`src/verilog/mpm_macros.svh`:
```
// MPM constants for limb sizes, operand widths and the AXI4-Lite port
`ifndef MPM_MACROS_SVH
`define MPM_MACROS_SVH

// Operands are split into 16-bit limbs
`define MPM_NUM_LIMBS 4
`define MPM_WORD_LEN 16
`define MPM_DSP_BIT_LEN 17 // Limb value plus one carry bit

// Operand and full product widths
`define MPM_OPER_W 64
`define MPM_PROD_W 128

// Register port
`define MPM_AXI_ADDR_W 8
`define MPM_AXI_DATA_W 32

`endif

```
`src/verilog/mpm_arith_pkg.sv`:
```
// MPM arithmetic types for plain limbs and redundant limb words
`include "mpm_macros.svh"

package mpm_arith_pkg;

  typedef logic [`MPM_WORD_LEN-1:0] word_t; // One limb value

  // Redundant limb
  // Column sums work on the raw word, the accumulator splits it
  typedef union packed {
    logic [`MPM_DSP_BIT_LEN-1:0] raw;
    struct packed {
      logic                     carry; // Weight of the next limb up
      logic [`MPM_WORD_LEN-1:0] value;
    } part;
  } limb_t;

endpackage

```
`src/verilog/mpm_accumulator.sv`:
```
// MPM accumulator, resolves redundant limbs to the exact product and holds state X
`timescale 1ns/1ps
`include "mpm_macros.svh"

module mpm_accumulator (
  input  logic                   clk,
  input  logic                   rst,
  input  logic                   load_state, // Run start, X gets A
  input  logic                   capture,    // End of step, X gets low half of P
  input  logic [`MPM_OPER_W-1:0] a_value,
  input  mpm_arith_pkg::limb_t   limb_sum [2*`MPM_NUM_LIMBS],
  output mpm_arith_pkg::word_t   x_limbs [`MPM_NUM_LIMBS],
  output logic [`MPM_PROD_W-1:0] product
);

  localparam int WL       = `MPM_WORD_LEN;
  localparam int NUM_COLS = 2*`MPM_NUM_LIMBS;

  logic [NUM_COLS-1:0]    carry_below; // Carry bit of the limb underneath
  logic [WL:0]            digit;
  logic                   chain;
  logic [`MPM_PROD_W-1:0] exact;
  logic [`MPM_OPER_W-1:0] x_r;

  always_comb begin
    carry_below[0] = 1'b0;
    for (int i = 1; i < NUM_COLS; i++) begin
      carry_below[i] = limb_sum[i-1].part.carry;
    end
    chain = 1'b0;
    for (int i = 0; i < NUM_COLS; i++) begin
      digit = (WL+1)'(limb_sum[i].part.value) + (WL+1)'(carry_below[i]) + (WL+1)'(chain);
      exact[i*WL +: WL] = digit[WL-1:0];
      chain = digit[WL]; // Ripple into the next digit, top one is always clear
    end
  end

  always_ff @(posedge clk) begin
    if (rst) begin
      x_r     <= '0;
      product <= '0;
    end else if (load_state) begin
      x_r     <= a_value;
      product <= `MPM_PROD_W'(a_value); // Zero-extended, result for N of 0
    end else if (capture) begin
      x_r     <= exact[`MPM_OPER_W-1:0];
      product <= exact;
    end
  end

  always_comb begin
    for (int i = 0; i < `MPM_NUM_LIMBS; i++) begin
      x_limbs[i] = x_r[i*WL +: WL];
    end
  end

endmodule

```
`config.mk`:
```
export PLATFORM = sky130hd
export DESIGN_NAME = mpm_accumulator
export DESIGN_NICKNAME = d
export VERILOG_FILES = /design/src/verilog/mpm_arith_pkg.sv /design/src/verilog/mpm_accumulator.sv
export VERILOG_INCLUDE_DIRS = /design/src /design/src/verilog
export SDC_FILE = /design/constraint.sdc
export NUM_CORES = 1
export LEC_CHECK = 0
export BUFFER_PORTS_ARGS = -buffer_cell sky130_fd_sc_hd__buf_4
export CAP_MARGIN = 15
export CORE_AREA = 3 3 151 153
export CTS_CLUSTER_SIZE = 12
export DETAILED_ROUTE_END_ITERATION = 12
export DIE_AREA = 0 0 154 156
export SYNTH_ARGS = -nofsm -noshare
export SYNTH_HDL_FRONTEND = slang
export SYNTH_SLANG_ARGS = --single-unit
```
`constraint.sdc`:
```
create_clock -name clk -period 10.9 [get_ports clk]
set_clock_uncertainty 0.05 [all_clocks]
set_input_delay 0 -clock clk [delete_from_list [all_inputs] [get_ports clk]]
set_output_delay 0 -clock clk [all_outputs]
set_load 0.01 [all_outputs]
```
==> results of run 1 <==
## registers in the layout, summed over array words and instances, names as in the netlist
register,cells
product,64
x_r,64
## critical path, delay by kind of cell
| family | cells | cell delay (ps) |
|---|---|---|
| buffers and inverters | 8 | 1110 |
| AOI/OAI and AO/OA | 1 | 60 |
| xor gates and xnor gates | 1 | 140 |
| adders and majority gates | 14 | 4290 |
| and+or+nand+nor | 18 | 4180 |
## per-stage QoR
step	cells	setup WS, ps	hold WS [ps]
6_report	1762	1330	12.6
3_3_place_gp	1520	1520	180
5_1_grt	1762	595	22.1
3_5_place_dp	1520	1350	186
2_1_floorplan	963	2790	89.8
4_1_cts	1761	1350	2.28
## power groups by stage
stage / clock [uW] / sequential [uW] / combinational [uW]
6_report: 647 / 516 / 351
5_1_grt: 679 / 519 / 380
4_1_cts: 660 / 516 / 349
3_5_place_dp: 0 / 526 / 284
3_3_place_gp: 0 / 525 / 282
2_1_floorplan: 0 / 532 / 131
## kinds of logic (layout without fill, tap and decap cells)
family                     count (synthesis)  count (layout)  share of synthesized area [%]
other                                      0               1                              0
muxes                                     24              24                           3.15
and+or+nand+nor                          341             341                           23.3
buffers and inverters                    154             672                           11.0
DFF                                      128             128                           33.6
xor gates and xnor gates                  63              63                           7.23
adders and majority gates                 14              14                           2.89
AOI/OAI and AO/OA                        239             239                           18.8
## worst max path at each step
stage                   from            to  slack (ps)  depth (start not counted)
6_report       limb_sum[102]  product[122]        1330                         42
3_5_place_dp   limb_sum[102]  product[126]        1350                         41
3_3_place_gp   limb_sum[102]  product[126]        1520                         41
5_1_grt        limb_sum[102]  product[122]         600                         42
4_1_cts        limb_sum[102]  product[122]        1350                         42
2_1_floorplan  limb_sum[102]  product[126]        2790                         40
## timing repair
| action | CTS | global route |
|---|---|---|
| hold buffers | 210 | 0 |
| hold endpoints to repair | 128 | 0 |
| setup buffers | 0 | 0 |
## cell usage in the layout (no fill, tap or decap), types with 22 or more instances in the layout
cell type,instances
buf_4,396
nor2_1,106
a211oi_1,27
nor3b_1,30
nand2_1,44
a21oi_1,97
xor2_1,22
dfxtp_1,128
inv_1,34
nand3_1,40
o21ai_0,53
dlygate4sd3_1,210
xnor2_1,41
mux2i_1,24
## layer usage
metal | global-route usage (%) | vias to the layer above
met1 | 27.4 | 4130
li1 | - | 4381
met2 | 40.3 | 299
met5 | 0 | -
met4 | 7.44 | 0
met3 | 7.07 | 40
## cell type report
type | instances | area, um2
diodes | 1 | 2.50
clock buffers | 22 | 484
clock inverters | 9 | 179
fillers | 1940 | 8660
inverters | 34 | 128
multi-input cells | 681 | 4230
flip-flops and latches | 128 | 2560
well taps | 280 | 350
repair buffers | 607 | 5090
==> results.sh, run 1 <==
export IMPL_placed_cell_area_um2=10300
export IMPL_clkPwrFrac_pct=42.7
export IMPL_regToRegSetupSlack_ps=9100
export IMPL_vias=8850
export IMPL_slew_headroom_pct=27.8
export IMPL_yosys_top_cells_count="dfxtp_1 (128), nor2_1 (107), a21oi_1 (97)"
export IMPL_ys_warn_count=0
export IMPL_cts_resized=0
export IMPL_crit_path_frequent_cell="ha_1"
export IMPL_cts_tree="yes"
export IMPL_worstPathArrival_ps=9780
export IMPL_setup_violations=0
export IMPL_areaGrowthSynthToFinish_pct=70.7
export IMPL_hold_start="limb_sum[34]"
export IMPL_drc_errors=0
export IMPL_top_layer="met4"
export IMPL_intPower_uw=1120
export IMPL_grt_max_degree=114
export IMPL_synth_edff_count=0
export IMPL_max_cap_violations=0
export IMPL_initial_utilization_pct=35.2
export IMPL_postLayoutCoreUtil_pct=60.0
export IMPL_p_sw_share_pct=26.0
export IMPL_core_area_um2=21700
export IMPL_die_h_um=156
export IMPL_min_period_over_period_pct=87.8
export IMPL_worstSetupPathType="in -> reg"
export IMPL_ios=396
export IMPL_leakagePower_uw=0.00562
export IMPL_slew_violations=0
export IMPL_end_kind="flop"
export IMPL_hold_violations=0
export IMPL_finalNetCount=1687
export IMPL_status="finished, final reports clean"
export IMPL_num_rows=54
export IMPL_grt_pass1_vias=8550
export IMPL_synth_seq_area_share_pct=33.6
export IMPL_power_switching_uw=393
export IMPL_synth_most_common_cell="dfxtp_1"
export IMPL_vias_per_cell=5.02
export IMPL_grt_setup_unrepaired="false"
export IMPL_routabilityCongestion=0.858
export IMPL_post_route_cell_area_um2=13000
export IMPL_synth_async_sr_flop_share_pct=0
export IMPL_clk_pin_slew_ps=60
export IMPL_worst_slew_pin_transition_ps=1080
export IMPL_grt_use_total_pct=23.2
export IMPL_clock_latency_ps=410
export IMPL_whs_endpoint="product[80]"
export IMPL_syn_nets=1181
export IMPL_io_buffers=394
export IMPL_worst_setup_path_start_kind="input pin"
export IMPL_irDropWorstVdd_v=0.000101
export IMPL_syn_area_um2=7630
export IMPL_ys_ff_latch=128
export IMPL_cpPeakStageDelay_ps=570
export IMPL_drt_total_wl_mm=29.7
export IMPL_ys_flop_type="dfxtp_1"
export IMPL_wl_met2_mm=14.8
export IMPL_htree_levels=4
export IMPL_rr_startpoint="x_r[56]"
export IMPL_met3_length_mm=2.20
export IMPL_tns_ps=0
export IMPL_seqPwrFrac_pct=34.1
export IMPL_min_period_ps=9570
export IMPL_grt_pass1_wl_mm=45.4
export IMPL_cts_sinks=128
export IMPL_drive_above_1_share_pct=29.5
export IMPL_antenna_found_initial=1
export IMPL_yosys_area_top_type="dfxtp_1"
export IMPL_cp_slowest_cell="nor4_1"
export IMPL_timing_rr_end="x_r[56]"
export IMPL_clockBufferDepth=2
export IMPL_root_buffer="clkbuf_16"
export IMPL_synth_top_area_share_pct=33.6
export IMPL_yosysUniqueCellTypes=52
export IMPL_p_per_area_nw_per_um2=116
export IMPL_ant_nets=0
export IMPL_synth_cells=963
export IMPL_dieArea_um2=24000
export IMPL_die_x_um=154
export IMPL_avgSynthCellArea_um2=7.92
export IMPL_timing_fmax_mhz=104
export IMPL_cts_buffers=17
export IMPL_finalPower_uw=1510
export IMPL_ys_top_cells_by_area="dfxtp_1 (34%), a21oi_1 (6.4%), buf_4 (6.3%)"
export IMPL_critPathMaxFanout=8
export IMPL_drt_pass1_iter_count=4
export IMPL_min_path_type="in -> reg"
export IMPL_dpl_hpwl_mm=21.0
export IMPL_p_comb_share_pct=23.2
export IMPL_drt_iter0_drc=409
export IMPL_rr_worst_depth=5
export IMPL_required_ps=11110
export IMPL_wl_per_cell_um=16.9
export IMPL_grt_remaining_overflow=0
export IMPL_min_path_cells=4
export IMPL_met1_length_mm=12.1
Note: power is estimated with default switching activity, not from simulation.
==> run 2, diff against run 1 <==
--- a/config.mk
+++ b/config.mk
@@ -8,10 +8,11 @@
 export LEC_CHECK = 0
 export BUFFER_PORTS_ARGS = -buffer_cell sky130_fd_sc_hd__buf_4
 export CAP_MARGIN = 15
-export CORE_AREA = 3 3 151 153
+export CORE_ASPECT_RATIO = 0.8
+export CORE_MARGIN = 3
+export CORE_UTILIZATION = 35
 export CTS_CLUSTER_SIZE = 12
 export DETAILED_ROUTE_END_ITERATION = 12
-export DIE_AREA = 0 0 154 156
 export SYNTH_ARGS = -nofsm -noshare
 export SYNTH_HDL_FRONTEND = slang
 export SYNTH_SLANG_ARGS = --single-unit
==> constraint.sdc (replaced) <==
create_clock -name clk -period 10.2 [get_ports clk]
set_clock_uncertainty 0.05 [all_clocks]
set_input_delay 0 -clock clk [delete_from_list [all_inputs] [get_ports clk]]
set_output_delay 0 -clock clk [all_outputs]
set_load 0.01 [all_outputs]
==> results.sh, run 2 (same netlist as run 1, synthesis figures left out) <==
export IMPL_root_buffer="clkbuf_16"
export IMPL_hold_violations=0
export IMPL_worst_setup_path_start_kind="input pin"
export IMPL_required_ps=10420
export IMPL_cts_sinks=128
export IMPL_wl_per_cell_um=17.1
export IMPL_die_x_um=171
export IMPL_critPathMaxFanout=8
export IMPL_rr_worst_depth=6
export IMPL_vias_per_cell=5.05
export IMPL_core_area_um2=21100
export IMPL_grt_remaining_overflow=0
export IMPL_min_period_ps=9440
export IMPL_min_path_type="in -> reg"
export IMPL_cpPeakStageDelay_ps=580
export IMPL_die_h_um=138
export IMPL_num_rows=47
export IMPL_use_met1_pct=33.7
export IMPL_final_common_cell="buf_4"
export IMPL_areaGrowthSynthToFinish_pct=70.4
export IMPL_dieArea_um2=23600
export IMPL_leakagePower_uw=0.00562
export IMPL_clockBufferDepth=2
export IMPL_initial_utilization_pct=36.2
export IMPL_hold_start="limb_sum[89]"
export IMPL_drive_above_1_share_pct=30.1
export IMPL_drt_total_wl_mm=29.9
export IMPL_max_cap_violations=0
export IMPL_antenna_cells=0
export IMPL_slew_violations=0
export IMPL_worstPathArrival_ps=9660
export IMPL_regToRegSetupSlack_ps=7970
export IMPL_crit_path_frequent_cell="ha_1"
export IMPL_grt_busiest_layer="met2"
export IMPL_io_buffers=394
export IMPL_worst_slew_pin_transition_ps=842
export IMPL_cts_buffers=17
export IMPL_timing_rr_end="x_r[41]"
export IMPL_grt_max_degree=91
export IMPL_setup_violations=0
export IMPL_clk_pin_slew_ps=60
export IMPL_timing_fmax_mhz=106
export IMPL_worstSetupPathType="in -> reg"
export IMPL_grt_setup_unrepaired="false"
export IMPL_grt_pass1_wl_mm=46.2
export IMPL_layout_common_cells="buf_4 (399), dlygate4sd3_1 (210), dfxtp_1 (128)"
export IMPL_dpl_hpwl_mm=21.2
export IMPL_htree_levels=4
export IMPL_routabilityCongestion=0.890
export IMPL_antenna_found_initial=0
export IMPL_slew_headroom_pct=43.9
export IMPL_ios=396
export IMPL_drc_errors=0
export IMPL_whs_endpoint="x_r[36]"
export IMPL_min_period_over_period_pct=92.6
export IMPL_finalNetCount=1690
export IMPL_vias=8848
export IMPL_grt_use_met2_pct=38.5
export IMPL_irDropWorstVdd_v=0.0000880
export IMPL_rr_startpoint="x_r[41]"
export IMPL_drt_iter0_drc=589
export IMPL_grt_pass1_vias=8493
export IMPL_gr_usage_met3_pct=4.82
export IMPL_cp_slowest_cell="dlygate4sd3_1"
export IMPL_grt_use_total_pct=24.5
export IMPL_tns_ps=0
export IMPL_ant_nets=0
export IMPL_largestRegisters="product x64, x_r x64"
export IMPL_min_path_cells=4
export IMPL_p_per_area_nw_per_um2=120
export IMPL_whs_ps=33.0
export IMPL_end_kind="flop"
export IMPL_clock_latency_ps=410
export IMPL_cts_tree="yes"
export IMPL_drt_pass1_iter_count=6
export IMPL_status="finished, final reports clean"
==> run 2: cell count changes in the layout (fill, tap and decap cells not counted), sizes merged <==
cell	delta
inv	+1
bufinv	-2
clkinv	+3
clkinvlp	+1
diode	-1
clkbuf	-3
buf	+3
==> run 2: routing by layer <==
layer	vias up	part of all wire (%)	routed length [um]
met5	-	0	0
li1	4407	-	-
met3	45	5.8	1740
met1	4105	45	13500
met4	0	2.7	794
met2	291	46	13900
==> run 2: area by class of cell <==
cell class,count,area [um2]
flip-flops and latches,128,2560
fillers,1875,8050
repair buffers,610,5110
clock buffers,19,443
inverters,34,128
clock inverters,12,161
multi-input cells,681,4270
well taps,269,337
==> run 2: worst max-delay path: cells and delay by family <==
family | cells | cell delay, ps
fa+ha+maj | 14 | 4350
buf+inv | 8 | 1140
compound gates | 1 | 70
xor+xnor | 1 | 160
simple gates | 18 | 3950
==> run 2: power by group <==
group          switching (uW)  internal, uW
Sequential               22.6           529
Combinational             167           209
Clock                     239           391
==> run 2: timing repair <==
| item | CTS | global route |
|---|---|---|
| endpoints found under the setup margin | 0 | 5 |
| setup buffers | 0 | 1 |
| resized for setup | 0 | 7 |
| hold endpoints to repair | 128 | 0 |
| hold buffers | 210 | 0 |
==> run 2: worst max path at each step <==
stage | end | slack (ps) | startpoint | depth (start not counted)
after CTS | product[126] | 230 | limb_sum[102] | 42
after global routing | product[126] | 20 | limb_sum[102] | 42
final | product[126] | 760 | limb_sum[102] | 42
after global placement | product[126] | 680 | limb_sum[135] | 41
after detailed placement | product[126] | 350 | limb_sum[102] | 41
after floorplan | product[126] | 2090 | limb_sum[102] | 40
==> run 2: through the flow <==
stage	area (um2)	cells	util, %	power, uW	setup WS (ps)
after global routing	13000	1753	61.8	1630	18.3
after detailed placement	10300	1511	48.7	865	352
after floorplan	7630	963	-	709	2090
final	13000	1753	61.8	1560	759
after global placement	10300	1511	48.7	863	680
after CTS	13000	1752	61.6	1570	226
