<file path="config.mk">
export PLATFORM = sky130hd
export DESIGN_NAME = mpm_axil_regs
export DESIGN_NICKNAME = d
export VERILOG_FILES = /design/src/verilog/mpm_regs_pkg.sv /design/src/verilog/mpm_axil_regs.sv
export VERILOG_INCLUDE_DIRS = /design/src /design/src/verilog
export SDC_FILE = /design/constraint.sdc
export NUM_CORES = 1
export LEC_CHECK = 0
export ABC_AREA = 1
export BUFFER_PORTS_ARGS = -buffer_cell sky130_fd_sc_hd__buf_2
export CELL_PAD_IN_SITES_DETAIL_PLACEMENT = 0
export CELL_PAD_IN_SITES_GLOBAL_PLACEMENT = 1
export CORE_MARGIN = 5
export CORE_UTILIZATION = 35
export CTS_CLUSTER_DIAMETER = 60
export CTS_CLUSTER_SIZE = 40
export DETAILED_ROUTE_END_ITERATION = 10
export PLACE_DENSITY = 0.79
export SYNTH_ARGS = -nofsm -noshare
export SYNTH_HDL_FRONTEND = slang
export SYNTH_SLANG_ARGS = --single-unit
</file>
<file path="constraint.sdc">
create_clock -name clk -period 2.75 [get_ports clk]
set_clock_uncertainty 0.2 [all_clocks]
set_input_delay 0.6875 -clock clk [delete_from_list [all_inputs] [get_ports clk]]
set_output_delay 0.6875 -clock clk [all_outputs]
set_load 0.1 [all_outputs]
</file>
<file path="src/verilog/mpm_macros.svh">
// MPM constants for limb sizes, operand widths and the AXI4-Lite port
`ifndef MPM_MACROS_SVH
`define MPM_MACROS_SVH

// Operands are split into 16-bit limbs
`define MPM_NUM_LIMBS 4
`define MPM_WORD_LEN 16
`define MPM_DSP_BIT_LEN 17 // Limb value plus one carry bit

// Operand and full product widths
`define MPM_OPER_W 64
`define MPM_PROD_W 128

// Register port
`define MPM_AXI_ADDR_W 8
`define MPM_AXI_DATA_W 32

`endif

</file>
<file path="src/verilog/mpm_regs_pkg.sv">
// MPM register map offsets, control fields and sequencer states
`include "mpm_macros.svh"

package mpm_regs_pkg;

  localparam logic [`MPM_AXI_ADDR_W-1:0] REG_CTRL   = 8'h00;
  localparam logic [`MPM_AXI_ADDR_W-1:0] REG_STATUS = 8'h04; // Read only
  localparam logic [`MPM_AXI_ADDR_W-1:0] REG_A_LO   = 8'h08;
  localparam logic [`MPM_AXI_ADDR_W-1:0] REG_A_HI   = 8'h0C;
  localparam logic [`MPM_AXI_ADDR_W-1:0] REG_B_LO   = 8'h10;
  localparam logic [`MPM_AXI_ADDR_W-1:0] REG_B_HI   = 8'h14;
  localparam logic [`MPM_AXI_ADDR_W-1:0] REG_C_LO   = 8'h18;
  localparam logic [`MPM_AXI_ADDR_W-1:0] REG_C_HI   = 8'h1C;
  localparam logic [`MPM_AXI_ADDR_W-1:0] REG_P0     = 8'h20; // Least significant word
  localparam logic [`MPM_AXI_ADDR_W-1:0] REG_P1     = 8'h24;
  localparam logic [`MPM_AXI_ADDR_W-1:0] REG_P2     = 8'h28;
  localparam logic [`MPM_AXI_ADDR_W-1:0] REG_P3     = 8'h2C;

  // Bit positions in CTRL and STATUS
  localparam int CTRL_START_BIT  = 0;
  localparam int CTRL_ITER_LSB   = 8; // Count in bits 15:8
  localparam int STATUS_BUSY_BIT = 0;
  localparam int STATUS_DONE_BIT = 1;

  typedef enum logic [2:0] {
    SEQ_IDLE,
    SEQ_LAUNCH,  // Check steps left, issue operands
    SEQ_WAIT,    // Pipeline in flight
    SEQ_CAPTURE, // Store P and new X
    SEQ_DONE
  } seq_state_t;

endpackage

</file>
<file path="src/verilog/mpm_axil_regs.sv">
// MPM AXI4-Lite register block with operand, control, status and result registers
`timescale 1ns/1ps
`include "mpm_macros.svh"

module mpm_axil_regs (
  input  logic                         clk,
  input  logic                         rst,
  input  logic [`MPM_AXI_ADDR_W-1:0]   awaddr,
  input  logic                         awvalid,
  output logic                         awready,
  input  logic [`MPM_AXI_DATA_W-1:0]   wdata,
  input  logic [`MPM_AXI_DATA_W/8-1:0] wstrb,
  input  logic                         wvalid,
  output logic                         wready,
  output logic [1:0]                   bresp,
  output logic                         bvalid,
  input  logic                         bready,
  input  logic [`MPM_AXI_ADDR_W-1:0]   araddr,
  input  logic                         arvalid,
  output logic                         arready,
  output logic [`MPM_AXI_DATA_W-1:0]   rdata,
  output logic [1:0]                   rresp,
  output logic                         rvalid,
  input  logic                         rready,
  input  logic                         busy,
  input  logic                         done,
  input  logic [`MPM_PROD_W-1:0]       product,
  output logic [`MPM_OPER_W-1:0]       a_value,
  output logic [`MPM_OPER_W-1:0]       b_value,
  output logic [`MPM_OPER_W-1:0]       c_value,
  output logic                         start,
  output logic [7:0]                   iter_count
);
  import mpm_regs_pkg::*;

  localparam int DW = `MPM_AXI_DATA_W;

  logic          wr_fire;
  logic          rd_fire;
  logic          wr_accept;
  logic [DW-1:0] rd_word;

  // Byte lane merge under wstrb
  function automatic logic [DW-1:0] merge_bytes(input logic [DW-1:0]   old_w,
                                                input logic [DW-1:0]   new_w,
                                                input logic [DW/8-1:0] strb);
    logic [DW-1:0] merged;
    merged = old_w;
    for (int k = 0; k < DW/8; k++) begin
      if (strb[k]) merged[8*k +: 8] = new_w[8*k +: 8];
    end
    return merged;
  endfunction

  assign wr_fire   = awvalid && awready && wvalid && wready;
  assign rd_fire   = arvalid && arready;
  assign wr_accept = awvalid && wvalid && !bvalid && !awready; // Ready for one cycle only
  assign bresp     = 2'b00; // Always OKAY
  assign rresp     = 2'b00;

  always_ff @(posedge clk) begin
    if (rst) begin
      awready <= 1'b0;
      wready  <= 1'b0;
      bvalid  <= 1'b0;
    end else begin
      awready <= wr_accept;
      wready  <= wr_accept;
      if (wr_fire) bvalid <= 1'b1;
      else if (bready) bvalid <= 1'b0;
    end
  end

  // Start and count, start dropped while a run is active
  always_ff @(posedge clk) begin
    if (rst) begin
      start      <= 1'b0;
      iter_count <= '0;
    end else begin
      start <= 1'b0;
      if (wr_fire && awaddr == REG_CTRL && !busy) begin
        iter_count <= wdata[CTRL_ITER_LSB +: 8];
        start      <= wdata[CTRL_START_BIT];
      end
    end
  end

  // Operands, frozen during a run
  always_ff @(posedge clk) begin
    if (wr_fire && !busy) begin
      case (awaddr)
        REG_A_LO: a_value[DW-1:0]    <= merge_bytes(a_value[DW-1:0], wdata, wstrb);
        REG_A_HI: a_value[2*DW-1:DW] <= merge_bytes(a_value[2*DW-1:DW], wdata, wstrb);
        REG_B_LO: b_value[DW-1:0]    <= merge_bytes(b_value[DW-1:0], wdata, wstrb);
        REG_B_HI: b_value[2*DW-1:DW] <= merge_bytes(b_value[2*DW-1:DW], wdata, wstrb);
        REG_C_LO: c_value[DW-1:0]    <= merge_bytes(c_value[DW-1:0], wdata, wstrb);
        REG_C_HI: c_value[2*DW-1:DW] <= merge_bytes(c_value[2*DW-1:DW], wdata, wstrb);
        default: ; // Other offsets are read only or unmapped
      endcase
    end
  end

  always_comb begin
    rd_word = '0; // Unmapped reads give zero
    case (araddr)
      REG_CTRL:   rd_word[CTRL_ITER_LSB +: 8] = iter_count;
      REG_STATUS: begin
        rd_word[STATUS_BUSY_BIT] = busy;
        rd_word[STATUS_DONE_BIT] = done;
      end
      REG_A_LO: rd_word = a_value[DW-1:0];
      REG_A_HI: rd_word = a_value[2*DW-1:DW];
      REG_B_LO: rd_word = b_value[DW-1:0];
      REG_B_HI: rd_word = b_value[2*DW-1:DW];
      REG_C_LO: rd_word = c_value[DW-1:0];
      REG_C_HI: rd_word = c_value[2*DW-1:DW];
      REG_P0:   rd_word = product[0*DW +: DW];
      REG_P1:   rd_word = product[1*DW +: DW];
      REG_P2:   rd_word = product[2*DW +: DW];
      REG_P3:   rd_word = product[3*DW +: DW];
      default:  rd_word = '0;
    endcase
  end

  always_ff @(posedge clk) begin
    if (rst) begin
      arready <= 1'b0;
      rvalid  <= 1'b0;
      rdata   <= '0;
    end else begin
      arready <= arvalid && !rvalid && !arready;
      if (rd_fire) begin
        rvalid <= 1'b1;
        rdata  <= rd_word; // Held until rready
      end else if (rready) begin
        rvalid <= 1'b0;
      end
    end
  end

endmodule

</file>
==> results of run 1 <==
-- sequential cells by signal, summed over array words and instances, names as in the netlist --
signal / cells
wready: 1
rvalid: 1
a_value: 64
rdata: 32
arready: 1
bvalid: 1
start: 1
iter_count: 8
c_value: 64
b_value: 64
-- routing by layer --
metal  track usage  share of wire  vias up  wire length, µm
met5             0              0        -                0
met1         0.296           0.39     4713            16400
met2         0.410           0.49      572            20700
met3        0.0469           0.10       52             4220
met4        0.0478          0.020        0              860
li1              -              -     4775                -
-- cell type report --
type,count,area share
multi-input combinational,793,0.246
clock inverter,17,0.0174
sequential,237,0.466
timing repair buffer,473,0.186
tap,396,0.0347
inverter,47,0.0123
clock buffer,21,0.0368
-- tightest hold or removal path: stages --
cell     delay [ps]
buf_2           110
nand2_1          50
nor4_1           40
-- power by group through the flow --
stage	combinational, mW	clock, mW	sequential (mW)
floorplan	0.157	0	3.98
global placement	0.431	0	3.95
detailed placement	0.437	0	3.95
CTS	0.438	3.30	3.87
global route	0.466	3.45	3.87
finish	0.437	3.23	3.87
-- synth_stat cells --
master,n
nor4_1,2
nor3_2,1
inv_2,7
nor2_2,3
or2_2,1
inv_1,40
buf_1,3
nor3b_1,2
clkbuf_1,8
a21oi_1,34
nand3_1,312
nor2_1,127
nand2_2,1
nand3_2,1
buf_2,37
a211oi_1,8
buf_4,21
conb_1,1
nor3_1,1
nand2_1,294
nor2_4,2
dfxtp_1,45
edfxtp_1,192
buf_6,10
-- path summary, 6_finish.rpt --
| path | startpoint | endpoint | slack [ps] | cells past startpoint |
|---|---|---|---|---|
| max | a_value[30] | a_value[30] | 430 | 1 |
| min | awvalid | wready | 210 | 3 |
| max reg2reg | wready | iter_count[2] | 870 | 5 |
| min reg2reg | bvalid | wready | 250 | 1 |
-- logic make-up after synthesis --
logic type / synth area share
simple gates: 0.300
flops: 0.616
buf+inv: 0.0622
compound gates: 0.0213
other cells: 0.000347
==> flow_metrics.tcl, run 1 <==
set metrics [dict create \
    cts_tree "built" \
    power_mw 7.54 \
    cts.sinks 237 \
    die_area_um2 34500 \
    whs_ps 210 \
    ir_worst_vdd_v 0.000441 \
    track_usage 0.232 \
    critPathSlowestCell "buf_2" \
    vias_per_cell 5.10 \
    worstPathRequired_ps 1860 \
    maxCapViolations 0 \
    path_cells "buf_2" \
    antenna_found_initial 0 \
    syn_to_final_growth_pct 32.1 \
    layout.nets 1762 \
    hold_violations 0 \
    wire_per_inst_um 21.2 \
    seqPwrFrac 0.513 \
    p_sw_mw 1.94 \
    cp_max_fo 2 \
    die_x_um 186 \
    drt_iter0_markers 825 \
    clockBufferDepth 3 \
    combPwrFrac 0.058 \
    chipHeight_um 186 \
    ant_nets 0 \
    status "completed" \
    synth_top_cell_by_area "edfxtp_1" \
    cts_setup_buffers 0 \
    startpoint_type "flop" \
    slew_headroom 0.635 \
    cp_top_family "buffers and inverters" \
    p_per_area_nw_per_um2 527 \
    tns_ps 0 \
    netlist.area_leader.share 0.533 \
    design.core.area_um2 30600 \
    num_vias 10112 \
    pin_count 431 \
    setup_violations 0 \
    grt_start_max_net_pins 73 \
    avgSynthCellArea_um2 9.39 \
    layout_commonest_cell "buf_2" \
    instances_no_fill 1984 \
    placed_cell_area_um2 13500 \
    diodes 0 \
    overflow 0 \
    p_int_mw 5.59 \
    crit_buf_inv 1 \
    drive_gt1_frac 0.334 \
    hpwl_um 31400 \
    seqCellArea_um2 6670 \
    numPortBuffers 426 \
    cts_root_buf "clkbuf_16" \
    ys_ff_latch 237 \
    initial_core_util 0.354 \
    slowest_delay_ps 460 \
    crit_arrival_ps 1430 \
    numCtsBuffers 21 \
    final_cell_mix "426 x buf_2, 312 x nand3_1, 293 x nand2_1, 192 x edfxtp_1, 124 x nor2_1" \
    fillers 2985 \
    ctsHtreeMaxLevel 1 \
    drt-total-wl_um 42200 \
    hp-class "in2reg" \
    place_ws_ps 153 \
    fin_ws_ps 433 \
    p_leak_nw 6.34 \
    ys.warnings.count 0 \
    end_kind "output port" \
    period_needed_ps 2320 \
    synth_cells 1153 \
    cts_hold_buf 0 \
    fin_util 0.467 \
    rsz0062_at_grt "false" \
    grt_pass1_wl_um 60100 \
    ys_seq_area_frac 0.616 \
    ys_types 24 \
    dp.cells 1946 \
    multi_input_area_um2 3520 \
    drc_errors 0 \
    clk_pin_slew_ps 90 \
    rows 64 \
    clock.fmax_mhz 432 \
    power_frac_clock 0.429 \
    drt-pass1-iter-count 5 \
    fin_area_um2 14300 \
    ctsResizeCount 0 \
    grt_pass1_vias 9772 \
    maxSlewViolCount 0 \
    place_congestion 0.895 \
    timing.final.crit_share 0.842 \
    worst-setup-path-type "reg2out" \
    synthTopCellsByArea "edfxtp_1 53%, nand3_1 14%, nand2_1 10%" \
    switching_share 0.258 \
    clkLatencyLatePin_ps 510 \
    worst_slew_pin_slew_ps 547 \
    synth_area_um2 10800 \
]
Note: power is estimated with default switching activity, not from simulation.
==> run 2, diff against run 1 <==
ABC_AREA = 0   (was 1)
CORE_UTILIZATION = 34   (was 35)
PLACE_DENSITY = 0.77   (was 0.79)
clock period = 2 ns   (was 2.75 ns; I/O delays follow)
==> flow_metrics.tcl, run 2 <==
set metrics [dict create \
    status "completed" \
    place_congestion 0.868 \
    syn_to_final_growth_pct 55.0 \
    synth_area_um2 10600 \
    overflow 0 \
    grt_start_max_net_pins 32 \
    end_kind "output port" \
    numCtsBuffers 20 \
    fin_area_um2 16400 \
    whs_ps 19.3 \
    slew_headroom 0.630 \
    setup_violations 0 \
    chipHeight_um 186 \
    placed_cell_area_um2 14800 \
    crit_buf_inv 1 \
    critPathSlowestCell "edfxtp_1" \
    hold_violations 0 \
    ctsHtreeMaxLevel 1 \
    clockBufferDepth 3 \
    period_needed_ps 1980 \
    cts_tree "built" \
    slowest_delay_ps 430 \
    cts.sinks 237 \
    cp_max_fo 2 \
    worstPathRequired_ps 1300 \
    synthTopCellsByArea "edfxtp_1 55%, dfxtp_1 8.5%, mux2i_1 6.3%" \
    ys_types 69 \
    netlist.area_leader.share 0.546 \
    clk_pin_slew_ps 90 \
    p_leak_nw 6.55 \
    avgSynthCellArea_um2 13.4 \
    p_per_area_nw_per_um2 662 \
    whs_path_depth 1 \
    drc_errors 0 \
    path_cells "buf_4" \
    initial_core_util 0.345 \
    reg2reg_to "rdata[7]" \
    wire_per_inst_um 27.2 \
    cts_root_buf "clkbuf_16" \
    worst_r2r_path_depth 7 \
    maxCapViolations 0 \
    drt-total-wl_um 48200 \
    numPortBuffers 426 \
    place_ws_ps -617 \
    ir_worst_vdd_v 0.000749 \
    holdPathEnd "c_value[39]" \
    cp_top_family "flip-flops" \
    die_area_um2 34700 \
    reg2reg_from "arready" \
    fin_ws_ps 24.6 \
    worst_slew_pin_slew_ps 554 \
    crit_arrival_ps 1280 \
    synth_cells 788 \
    hpwl_um 37600 \
    synthTopCellsByCount "192 x edfxtp_1, 67 x mux2i_1, 52 x nand2_1, 51 x nor2_1, 45 x dfxtp_1" \
    grt_pass1_vias 9991 \
    top_regs "a_value x64, b_value x64, c_value x64" \
    worst-setup-path-type "reg2out" \
    ant_nets 0 \
    maxSlewViolCount 0 \
    hp-class "in2reg" \
    clkLatencyLatePin_ps 520 \
    track_usage 0.261 \
    tns_ps 0 \
    ys_seq_area_frac 0.631 \
    timing.final.crit_share 0.988 \
    antenna_found_initial 1 \
    pin_count 431 \
    design.core.area_um2 30700 \
    layout.nets 1548 \
    r2r_slack_ps 140 \
    rows 64 \
    drt-pass1-iter-count 5 \
    synth_top_cell_by_area "edfxtp_1" \
    synth_edf_count 192 \
    synthArstFlopShare 0 \
    final_cell_mix "351 x buf_4, 192 x edfxtp_1, 187 x buf_2, 67 x mux2i_1, 52 x nand2_1" \
    layout_commonest_cell "buf_4" \
    ys.warnings.count 0 \
    hp-start "wdata[7]" \
    synth_ff_type "edfxtp_1" \
    drive_gt1_frac 0.508 \
    drt_iter0_markers 823 \
    synth.most_common_cell "edfxtp_1" \
    vias_per_cell 5.51 \
    grt_pass1_wl_um 68500 \
    num_vias 9745 \
    startpoint_type "flop" \
    ys_ff_latch 237 \
    clock.fmax_mhz 506 \
    die_x_um 186 \
]
==> run 2: cell count changes after synthesis, sizes merged, moves of 17 or more <==
| cell | before | now |
|---|---|---|
| inv | 47 | 3 |
| a22o | 0 | 17 |
| a22oi | 0 | 36 |
| a21oi | 34 | 14 |
| o22ai | 0 | 19 |
| buf | 71 | 45 |
| nand3 | 313 | 28 |
| nand2 | 295 | 52 |
| nor2 | 132 | 53 |
| o21ai | 0 | 20 |
| mux2i | 0 | 67 |
==> run 2: final cells by class <==
class	instances	area, µm²
multi-input cells	490	3700
flip-flops and latches	237	6670
inverters	3	11.3
clock inverters	14	254
repair buffers	607	4720
clock buffers	22	529
diodes	1	2.50
fillers	2656	14300
well taps	396	495
==> run 2: cell families after synthesis <==
logic type      synth area share
simple gates               0.108
compound gates             0.142
flops                      0.631
buf+inv                   0.0358
mux                       0.0837
other cells             0.000355
==> run 2: repair_timing <==
item,4_1_cts,5_1_grt
hold endpoints to repair,47,0
pin swaps,0,1
hold buffers,12,0
endpoints found under the setup margin,237,16
setup buffers,0,2
gates resized for setup,239,14
==> run 2: worst max path at each step <==
stage,depth (start not counted),slack (ps),end,from
finish,1,20,b_value[47],b_value[47]
global route,8,-0.1,rdata[27],araddr[3]
CTS,1,0.4,rdata[22],rdata[22]
detailed placement,8,-620,rdata[2],araddr[5]
global placement,8,-520,rdata[2],araddr[5]
floorplan,5,-150,rdata[12],b_value[12]
==> run 2: worst reg2reg max path, cell delays in order (launching register included) <==
cell and delay, ps:
dfxtp_2 380, nand2_1 80, nor2_1 200, buf_4 170
nand4_1 150, nor3_2 280, buf_4 200, a221o_1 140
==> run 2: routing by layer <==
metal  GRT usage  up-vias  share of wire  wire length (µm)
li1            -     4271              -                 -
met1       0.345     4852           0.41             19700
met2       0.436      540           0.48             23000
met3      0.0577       80          0.079              3810
met4      0.0734        2          0.034              1620
met5           0        -        0.00027                13
==> run 2: report_power, final <==
part / switching [mW] / internal [mW]
logic: 0.585 / 0.466
clock network: 2.30 / 2.18
registers: 0.00366 / 5.31
==> run 2: through the flow <==
stage | instances | total power [mW] | util
floorplan | 791 | 5.89 | -
global placement | 1719 | 6.44 | 0.483
detailed placement | 1719 | 6.45 | 0.483
CTS | 1767 | 10.9 | 0.532
global route | 1769 | 11.2 | 0.534
finish | 1770 | 10.9 | 0.534
