$ cat src/verilog/mpm_macros.svh
// MPM constants for limb sizes, operand widths and the AXI4-Lite port
`ifndef MPM_MACROS_SVH
`define MPM_MACROS_SVH

// Operands are split into 16-bit limbs
`define MPM_NUM_LIMBS 4
`define MPM_WORD_LEN 16
`define MPM_DSP_BIT_LEN 17 // Limb value plus one carry bit

// Operand and full product widths
`define MPM_OPER_W 64
`define MPM_PROD_W 128

// Register port
`define MPM_AXI_ADDR_W 8
`define MPM_AXI_DATA_W 32

`endif

$ cat src/verilog/mpm_regs_pkg.sv
// MPM register map offsets, control fields and sequencer states
`include "mpm_macros.svh"

package mpm_regs_pkg;

  localparam logic [`MPM_AXI_ADDR_W-1:0] REG_CTRL   = 8'h00;
  localparam logic [`MPM_AXI_ADDR_W-1:0] REG_STATUS = 8'h04; // Read only
  localparam logic [`MPM_AXI_ADDR_W-1:0] REG_A_LO   = 8'h08;
  localparam logic [`MPM_AXI_ADDR_W-1:0] REG_A_HI   = 8'h0C;
  localparam logic [`MPM_AXI_ADDR_W-1:0] REG_B_LO   = 8'h10;
  localparam logic [`MPM_AXI_ADDR_W-1:0] REG_B_HI   = 8'h14;
  localparam logic [`MPM_AXI_ADDR_W-1:0] REG_C_LO   = 8'h18;
  localparam logic [`MPM_AXI_ADDR_W-1:0] REG_C_HI   = 8'h1C;
  localparam logic [`MPM_AXI_ADDR_W-1:0] REG_P0     = 8'h20; // Least significant word
  localparam logic [`MPM_AXI_ADDR_W-1:0] REG_P1     = 8'h24;
  localparam logic [`MPM_AXI_ADDR_W-1:0] REG_P2     = 8'h28;
  localparam logic [`MPM_AXI_ADDR_W-1:0] REG_P3     = 8'h2C;

  // Bit positions in CTRL and STATUS
  localparam int CTRL_START_BIT  = 0;
  localparam int CTRL_ITER_LSB   = 8; // Count in bits 15:8
  localparam int STATUS_BUSY_BIT = 0;
  localparam int STATUS_DONE_BIT = 1;

  typedef enum logic [2:0] {
    SEQ_IDLE,
    SEQ_LAUNCH,  // Check steps left, issue operands
    SEQ_WAIT,    // Pipeline in flight
    SEQ_CAPTURE, // Store P and new X
    SEQ_DONE
  } seq_state_t;

endpackage

$ cat src/verilog/mpm_sequencer.sv
// MPM sequencer FSM, loads the state, steps the recurrence and flags completion
`timescale 1ns/1ps

module mpm_sequencer (
  input  logic clk,
  input  logic rst,
  input  logic start,           // One-cycle pulse, only while idle
  input  logic steps_left_zero,
  input  logic wait_done,
  output logic load_state,
  output logic launch,
  output logic capture,
  output logic busy,
  output logic done             // Sticky until the next start
);
  import mpm_regs_pkg::*;

  seq_state_t state;
  seq_state_t state_next;

  always_comb begin
    state_next = state;
    case (state)
      SEQ_IDLE: begin
        if (start) state_next = SEQ_LAUNCH; // X loaded on the same edge
      end
      SEQ_LAUNCH: begin
        state_next = steps_left_zero ? SEQ_DONE : SEQ_WAIT;
      end
      SEQ_WAIT: begin
        if (wait_done) state_next = SEQ_CAPTURE;
      end
      SEQ_CAPTURE: state_next = SEQ_LAUNCH; // Back to check the count
      SEQ_DONE:    state_next = SEQ_IDLE;
      default:     state_next = SEQ_IDLE;
    endcase
  end

  always_ff @(posedge clk) begin
    if (rst) begin
      state <= SEQ_IDLE;
    end else begin
      state <= state_next;
    end
  end

  // Done rises as the FSM returns to idle, so never together with busy
  always_ff @(posedge clk) begin
    if (rst || start) begin
      done <= 1'b0;
    end else if (state == SEQ_DONE) begin
      done <= 1'b1;
    end
  end

  assign load_state = (state == SEQ_IDLE) && start;
  assign launch     = (state == SEQ_LAUNCH) && !steps_left_zero;
  assign capture    = (state == SEQ_CAPTURE);
  assign busy       = (state != SEQ_IDLE);

endmodule

$ cat config.mk
export PLATFORM = sky130hd
export DESIGN_NAME = mpm_sequencer
export DESIGN_NICKNAME = d
export VERILOG_FILES = /design/src/verilog/mpm_regs_pkg.sv /design/src/verilog/mpm_sequencer.sv
export VERILOG_INCLUDE_DIRS = /design/src /design/src/verilog
export SDC_FILE = /design/constraint.sdc
export NUM_CORES = 1
export LEC_CHECK = 0
export ABC_AREA = 1
export BUFFER_PORTS_ARGS = -buffer_cell sky130_fd_sc_hd__clkbuf_2
export CAP_MARGIN = 0
export CORE_AREA = 2 2 39 41
export DETAILED_ROUTE_END_ITERATION = 10
export DIE_AREA = 0 0 41 43
export SLEW_MARGIN = 30
export SYNTH_ARGS = -nofsm -noshare
export SYNTH_HDL_FRONTEND = slang
export SYNTH_SLANG_ARGS = --single-unit
$ cat constraint.sdc
create_clock -name clk -period 1.27 [get_ports clk]
set_clock_uncertainty 0.15 [all_clocks]
set_input_delay 0.1905 -clock clk [delete_from_list [all_inputs] [get_ports clk]]
set_output_delay 0.1905 -clock clk [all_outputs]
set_load 0.03 [all_outputs]
==> flow_metrics.py, run 1 <==
metrics = {
    "clock_tree": {
        "cts_buffers": 3,
        "cts.sinks": 4,
        "clk_pin_slew_ns": 0.04,
        "cts_max_level": 1,
        "cts_tree": "done",
        "clockBufferDepth": 2,
        "cts_root_buffer": "clkbuf_4",
        "clock_latency_ns": 0.23,
    },
    "power_and_ir_drop": {
        "finalPower_uw": 475,
        "combPwrFrac": 0.359,
        "sw_frac_of_total": 0.319,
        "p_switching_uw": 152,
        "pwr-share-seq": 0.316,
        "powerDensity_nw_per_um2": 1190,
        "p_int_uw": 323,
        "leakage_uw": 0.000189,
        "ir_drop_mv": 0.436,
        "clockPowerShare": 0.325,
    },
    "global_routing": {
        "grt_max_degree": 6,
        "antenna_found_initial": 0,
        "grt_util_all_layers": 0.0812,
        "grt_pass1_vias": 232,
        "grt_remaining_overflow": 0,
        "grt_pass1_wl_um": 869,
    },
    "logic_synthesis": {
        "ys_top_cells_by_area": "dfxtp_1, inv_1, nor2_2",
        "syn_avg_cell_area_um2": 6.86,
        "syn_nets": 34,
        "yosysWarnings": 0,
        "synth_cells": 29,
        "yosysMostFrequentCell": "inv_1",
        "synth_common_cells": "inv_1, dfxtp_1, nand2_1",
        "ys_ff_latch": 4,
        "synth_edf_count": 0,
        "synth_area_leader_cell": "dfxtp_1",
        "ys.flop_type": "dfxtp_1",
        "syn-cell-area_um2": 199,
        "synth_cell_types": 13,
        "synth.yosys.seq_area_share": 0.403,
        "synth_top_area_frac": 0.403,
        "async_flop_share": 0,
    },
    "route": {
        "drc": 0,
        "routed_wl_um": 511,
        "first_pass_iters": 2,
        "vias": 235,
        "routed_via_density": 3.73,
        "wl_per_cell_um": 8.11,
        "final_antenna_net_count": 0,
        "first_iter_violations": 4,
    },
    "sta": {
        "finalHoldViolCount": 0,
        "period_needed_ns": 1.32,
        "worst_slack_ns": -0.0548,
        "slew_headroom": 0.876,
        "slew_viol_final": 0,
        "min_period_over_period": 1.04,
        "worst_pin_slew_ns": 0.184,
        "setup_tns_ns": -0.162,
        "fmax_mhz": 755,
        "hold_slack_ns": 0.0641,
        "finalSetupViolations": 3,
        "rsz0062_at_grt": "true",
    },
    "worst_setup_path": {
        "r2r_cells": 6,
        "start_kind": "flop",
        "critPathMaxFanout": 5,
        "path_class": "reg -> out",
        "arrival_ns": 0.98,
        "worstReg2RegEnd": "state[0]",
        "r2r_slack_ns": 0.17,
        "crit_chain": "nor2_4 -> nand2_2 -> nor2_2 -> clkbuf_8",
        "required_ns": 0.93,
        "r2r-start": "state[2]",
        "critPathSlowestCell": "dfxtp_4",
        "cp-end-kind": "primary output",
        "cpPeakStageDelay_ns": 0.36,
    },
    "outcome": {
        "status": "finished with violations",
        "violations": "negative setup slack",
    },
    "die": {
        "die_h_um": 43,
        "initial_core_util": 0.144,
        "placementRows": 14,
        "num_io_pins": 10,
        "dieArea_um2": 1760,
        "core_area_um2": 1380,
        "die_x_um": 41,
    },
    "placed_design": {
        "hpwl_um": 373,
        "numPortBuffers": 9,
        "gp_congestion": 0.690,
        "place_ws_ns": 0.0870,
    },
    "cells_and_area": {
        "finalNetCount": 54,
        "drive_gt1_frac": 0.660,
        "syn2layout_area_growth_pct": 100,
        "antenna_cells": 0,
        "fin_util": 0.288,
    },
    "hold_path": {
        "min_from": "steps_left_zero",
        "min_path_type": "in -> reg",
        "min_path_cells": 2,
        "min_to": "state[2]",
    },
    "run": {
        "maxCapViolations": 0,
    },
}
[worst max-delay path by stage]
stage               startpoint    endpoint  slack, ns
CTS                   state[0]      launch      -0.10
finish                state[2]  load_state      -0.05
global route          state[2]  load_state      -0.13
floorplan             state[2]  load_state      -0.11
detailed placement    state[0]      launch       0.09
global placement      state[0]      launch       0.09
[critical path, delay by kind of cell, from the launching register on]
| family | cells | cell delay (ns) |
|---|---|---|
| flops | 1 | 0.36 |
| buf+inv | 1 | 0.16 |
| simple gates | 3 | 0.23 |
[layout make-up]
class                           instances  area [µm²]
Timing Repair Buffer                   15         123
Tap cell                               16        20.0
Fill cell                             171         986
Clock buffer                            3        22.5
Multi-Input combinational cell         19         119
Inverter                                6        25.0
Sequential cell                         4        88.8
[layer usage]
metal / wire length, µm / GRT usage / share of wire / vias up
met5: 0 / 0 / 0 / -
met4: 0 / 0.0400 / 0 / 0
met3: 52 / 0.0838 / 0.10 / 0
met2: 246 / 0.100 / 0.48 / 9
met1: 213 / 0.0863 / 0.42 / 98
li1: - / - / - / 128
[state kept, by name, indices dropped and copies added (netlist names)]
name / cells
done: 1
state: 3
[cells by family (layout without fill, tap and decap cells)]
group                  after synthesis  in the layout  synth area share
AO/OA/AOI/OAI                        3              3            0.0943
AND/OR/NAND/NOR                     16             16             0.390
flip-flops                           4              4             0.403
buffers and inverters                6             24             0.113
[through the flow]
| stage | instance area [µm²] | cells |
|---|---|---|
| 5_1_grt | 398 | 63 |
| 3_3_place_gp | 279 | 55 |
| 6_report | 398 | 63 |
| 2_1_floorplan | 206 | 29 |
| 3_5_place_dp | 279 | 55 |
| 4_1_cts | 389 | 63 |
[cells in the final DEF, fill, tap and decap left out, drive strengths merged]
master and count:
clkbuf 11, nand2 4, nor3 1, dlygate4sd3 1
o21ai 1, nor2 6, nand3 3, or2 1
a21oi 2, buf 6, and3 1, inv 6
dfxtp 4
[power groups by stage]
stage               combinational (µW)  clock, µW  sequential, µW
global placement                   118          0             147
CTS                                163        165             149
floorplan                         81.2          0             147
global route                       187        178             152
finish                             170        154             150
detailed placement                 119          0             147
[timing repair]
action	4_1_cts	5_1_grt
resized for setup	16	4
endpoints found under the setup margin	4	4
cloned	0	0
buffers inserted	4	0
pin swaps	3	1
hold endpoints to repair	1	0
hold buffers	1	0
Note: power is estimated with default switching activity, not from simulation.
==> run 2, diff against run 1 <==
clock period = 1.5 ns   (was 1.27 ns; I/O delays follow)
==> run 2 against run 1 <==
Against the previous run: the flow now finishes without violations; worst setup slack improved by 0.10 ns; wire length decreased by 5.9%; core utilization decreased by 6.5 points; clock power decreased by 12%; critical path depth increased by 1; critical endpoint is now launch; largest cell class is now multi-input gates.
==> flow_metrics.py, run 2 (synthesis results as in run 1) <==
metrics = {
    "worst_setup_path": {
        "start_kind": "flop",
        "cp_top_family": "flip-flops",
        "path_class": "reg -> out",
        "arrival_ns": 1.08,
        "required_ns": 1.12,
        "cp-startpoint": "state[0]",
        "r2r-start": "state[2]",
        "crit_chain": "inv_2 -> nor2_2 -> nand2_2 -> inv_1 -> buf_4",
        "critPathSlowestCell": "dfxtp_1",
        "cp-end-kind": "primary output",
        "critPathMaxFanout": 4,
        "cpPeakStageDelay_ns": 0.35,
        "crit_buf_inv": 3,
    },
    "die": {
        "num_io_pins": 10,
        "die_h_um": 43,
        "initial_core_util": 0.144,
        "dieArea_um2": 1760,
        "placementRows": 14,
        "core_area_um2": 1380,
        "die_x_um": 41,
    },
    "placed_design": {
        "hpwl_um": 373,
        "numPortBuffers": 9,
        "gp_congestion": 0.709,
        "place_inst": 54,
    },
    "route": {
        "first_pass_iters": 4,
        "routed_via_density": 3.97,
        "first_iter_violations": 5,
        "vias": 230,
        "drc": 0,
        "routed_wl_um": 481,
        "final_antenna_net_count": 0,
        "wl_per_cell_um": 8.29,
    },
    "sta": {
        "slew_viol_final": 0,
        "rsz0062_at_grt": "true",
        "finalHoldViolCount": 0,
        "fmax_mhz": 689,
        "worst_pin_slew_ns": 0.201,
        "finalSetupViolations": 0,
        "period_needed_ns": 1.45,
        "slew_headroom": 0.865,
        "min_period_over_period": 0.968,
    },
    "global_routing": {
        "grt_pass1_vias": 187,
        "antenna_found_initial": 0,
        "grt_pass1_wl_um": 731,
        "grt_max_degree": 6,
        "grt_remaining_overflow": 0,
        "grt_util_all_layers": 0.0673,
    },
    "cells_and_area": {
        "drive_gt1_frac": 0.524,
        "final_cells": 58,
        "largest_reg_flops": 3,
        "syn2layout_area_growth_pct": 54.7,
        "nFillCells": 169,
        "fin_util": 0.222,
        "top_register": "state",
        "reg_top3": "state: 3 flops, done: 1 flops",
        "final_common_cell": "clkbuf_2",
        "finalNetCount": 49,
        "final_cell_mix": "clkbuf_2, nor2_2, inv_1, buf_4",
        "antenna_cells": 0,
    },
    "clock_tree": {
        "cts_root_buffer": "clkbuf_4",
        "cts.sinks": 4,
        "clock_latency_ns": 0.23,
        "clk_pin_slew_ns": 0.04,
        "cts_buffers": 3,
        "cts_tree": "done",
        "clockBufferDepth": 2,
        "cts_max_level": 1,
    },
    "hold_path": {
        "min_path_type": "in -> reg",
        "min_from": "rst",
    },
    "power_and_ir_drop": {
        "finalPower_uw": 364,
        "ir_drop_mv": 0.393,
        "leakage_uw": 0.000157,
        "powerDensity_nw_per_um2": 1180,
    },
    "run": {
        "maxCapViolations": 0,
    },
    "outcome": {
        "status": "finished, final reports clean",
    },
}
-- run 2: cell types whose count changed in the layout (fill, tap and decap cells not counted), sizes merged --
| cell | delta |
|---|---|
| clkbuf | -2 |
| dlygate4sd3 | -1 |
| buf | -2 |
-- run 2: per-layer routing --
layer | track usage | share of wire
met1 | 0.0868 | 0.49
met2 | 0.0688 | 0.39
met3 | 0.0471 | 0.12
met4 | 0.0600 | 0
met5 | 0 | 0
-- run 2: cell type report --
class                   count  area [µm²]  area share
clock buffers               3        22.5      0.0732
inverters                   6        22.5      0.0732
multi-input cells          19         101       0.329
flip-flops and latches      4        81.3       0.264
well taps                  16        20.0      0.0650
repair buffers             10        60.1       0.195
-- run 2: worst register-to-register path, stage by stage, from the launching register on --
cell     delay, ns
dfxtp_2       0.34
nor2_2        0.15
buf_4         0.13
nand3_1       0.05
nand2_1       0.08
nor2_2        0.03
-- run 2: metrics by stage --
stage	setup slack, ns	setup TNS, ns	instance area [µm²]	hold slack [ns]
final	0.0480	0	308	0.0371
after global routing	-0.0174	-0.0174	308	0.0378
after CTS	0.00467	0	294	0.0291
after detailed placement	0.247	0	267	0.279
after global placement	0.264	0	267	0.276
after floorplan	0.0274	0	201	0.137
-- run 2: final timing paths --
check | slack (ns) | depth (start not counted) | to
max | 0.05 | 5 | launch
min | 0.04 | 2 | state[1]
max reg2reg | 0.46 | 5 | state[0]
min reg2reg | 0.29 | 2 | done
-- run 2: power by group --
| part | switching [µW] | total [µW] | internal (µW) |
|---|---|---|---|
| combinational | 66.4 | 106 | 39.1 |
| clock | 45.1 | 135 | 89.6 |
| sequential | 8.74 | 124 | 115 |
| total | 120 | 364 | 244 |
-- run 2: what timing repair did --
item / 4_1_cts / 5_1_grt
pin swaps: 0 / 2
setup endpoints to repair: 2 / 3
hold endpoints to repair: 0 / 0
gates resized for setup: 2 / 7
setup buffers: 0 / 1
hold buffers: 0 / 0
==> run 3, diff against run 2 <==
CAP_MARGIN = not set   (was 0)
CTS_CLUSTER_SIZE = 28   (was not set)
PLACE_DENSITY = 0.36   (was not set)
==> run 3 against run 2 <==
Against the previous run: wire length is 11% lower; sequential share of layout area increased by 0.96 points; register-to-register slack better by 0.08 ns; highest routed layer is now met4; design area decreased by 2.0%; die area did not move; via count is 5.2% lower; fmax grew 2.3%; non-clock buffer count fell by 1; critical path depth shrank 2; worst hold slack worse by 0.0036 ns.
==> flow_metrics.py, run 3 (synthesis results as in run 1) <==
metrics = {
    "cells_and_area": {
        "drive_gt1_frac": 0.488,
        "final_cell_mix": "clkbuf_2, inv_1, nand2_1",
        "antenna_cells": 0,
        "largest_reg_flops": 3,
        "reg_top3": "state: 3 flops, done: 1 flops",
        "top_register": "state",
        "syn2layout_area_growth_pct": 51.6,
        "final_common_cell": "clkbuf_2",
        "finalNetCount": 48,
        "fin_util": 0.218,
        "final_cells": 57,
    },
    "clock_tree": {
        "cts_root_buffer": "clkbuf_4",
        "clock_latency_ns": 0.24,
        "clockBufferDepth": 2,
        "cts_buffers": 3,
        "post_cts_buffers": 0,
        "cts_tree": "done",
        "cts.sinks": 4,
        "cts_hold_buf": 0,
        "cts_max_level": 1,
        "clk_pin_slew_ns": 0.03,
    },
    "worst_setup_path": {
        "cp_top_family": "flip-flops",
        "start_kind": "flop",
        "path_class": "reg -> out",
        "critPathSlowestCell": "dfxtp_1",
        "critPathMaxFanout": 5,
        "required_ns": 1.12,
        "crit_buf_inv": 2,
        "cpPeakStageDelay_ns": 0.40,
        "arrival_ns": 1.04,
        "crit_chain": "inv_2 -> nor3_1 -> buf_2",
        "cp-end-kind": "primary output",
    },
    "route": {
        "drc": 0,
        "vias": 218,
        "dr_wl_met2_um": 217,
        "wl_per_cell_um": 7.51,
        "routed_via_density": 3.82,
        "wirelength_met1_um": 153,
        "routed_wl_um": 428,
        "top_layer": "met4",
        "wl_met3_um": 43,
        "final_antenna_net_count": 0,
        "first_iter_violations": 3,
        "first_pass_iters": 4,
    },
    "global_routing": {
        "grt_max_degree": 6,
        "grt_pass1_vias": 196,
        "antenna_found_initial": 0,
        "grt_pass1_wl_um": 752,
        "grt_util_all_layers": 0.0732,
        "grt_remaining_overflow": 0,
    },
    "sta": {
        "slew_viol_final": 0,
        "min_period_over_period": 0.946,
        "slew_headroom": 0.856,
        "finalHoldViolCount": 0,
        "worst_pin_slew_ns": 0.213,
        "fmax_mhz": 705,
        "setup_tns_ns": 0,
        "rsz0062_at_grt": "false",
        "period_needed_ns": 1.42,
        "finalSetupViolations": 0,
    },
    "placed_design": {
        "place_inst": 54,
        "gp_congestion": 0.738,
        "hpwl_um": 348,
        "numPortBuffers": 9,
    },
    "power_and_ir_drop": {
        "finalPower_uw": 357,
        "ir_drop_mv": 0.538,
        "powerDensity_nw_per_um2": 1180,
        "leakage_uw": 0.000155,
    },
    "die": {
        "num_io_pins": 10,
        "core_area_um2": 1380,
        "die_h_um": 43,
        "dieArea_um2": 1760,
        "initial_core_util": 0.144,
        "die_x_um": 41,
        "placementRows": 14,
    },
    "hold_path": {
        "min_path_type": "in -> reg",
    },
    "outcome": {
        "status": "finished, final reports clean",
    },
    "run": {
        "maxCapViolations": 0,
    },
}
-- run 3: path summary, 6_finish.rpt --
kind | cells past startpoint | end | from | slack, ns
worst max register to register | 3 | state[0] | state[0] | 0.54
worst min-delay path | 2 | state[1] | rst | 0.03
worst min register to register | 2 | done | done | 0.29
worst max-delay path | 3 | capture | state[1] | 0.08
-- run 3: routing by layer --
metal / up-vias / GRT usage
li1: 115 / -
met1: 94 / 0.0673
met3: 4 / 0.0942
met5: - / 0
met4: 0 / 0.0400
met2: 5 / 0.0875
-- run 3: layout make-up --
cell class                      instances  area, µm²
Fill cell                             161       1080
Multi-Input combinational cell         19        104
Sequential cell                         4       82.6
Timing Repair Buffer                    9       50.0
Clock buffer                            3       22.5
Inverter                                6       22.5
Tap cell                               16       20.0
-- run 3: report_power, final --
part / total, µW / switching (µW) / internal, µW / leakage, µW
Combinational: 97.3 / 62.7 / 34.7 / 0.000108
Clock: 134 / 44.1 / 89.4 / 0.0000138
Sequential: 126 / 9.66 / 116 / 0.0000334
-- run 3: through the flow --
stage / instance area [µm²] / hold slack [ns] / setup WS [ns]
5_1_grt: 302 / 0.0427 / 0.00292
3_3_place_gp: 267 / 0.287 / 0.241
4_1_cts: 292 / 0.0312 / 0.0106
3_5_place_dp: 267 / 0.282 / 0.254
2_1_floorplan: 201 / 0.137 / 0.0274
6_report: 302 / 0.0335 / 0.0811
-- run 3: timing repair --
action / in CTS / in global routing
pin swaps: 0 / 0
endpoints found under the setup margin: 1 / 3
resized for setup: 1 / 8
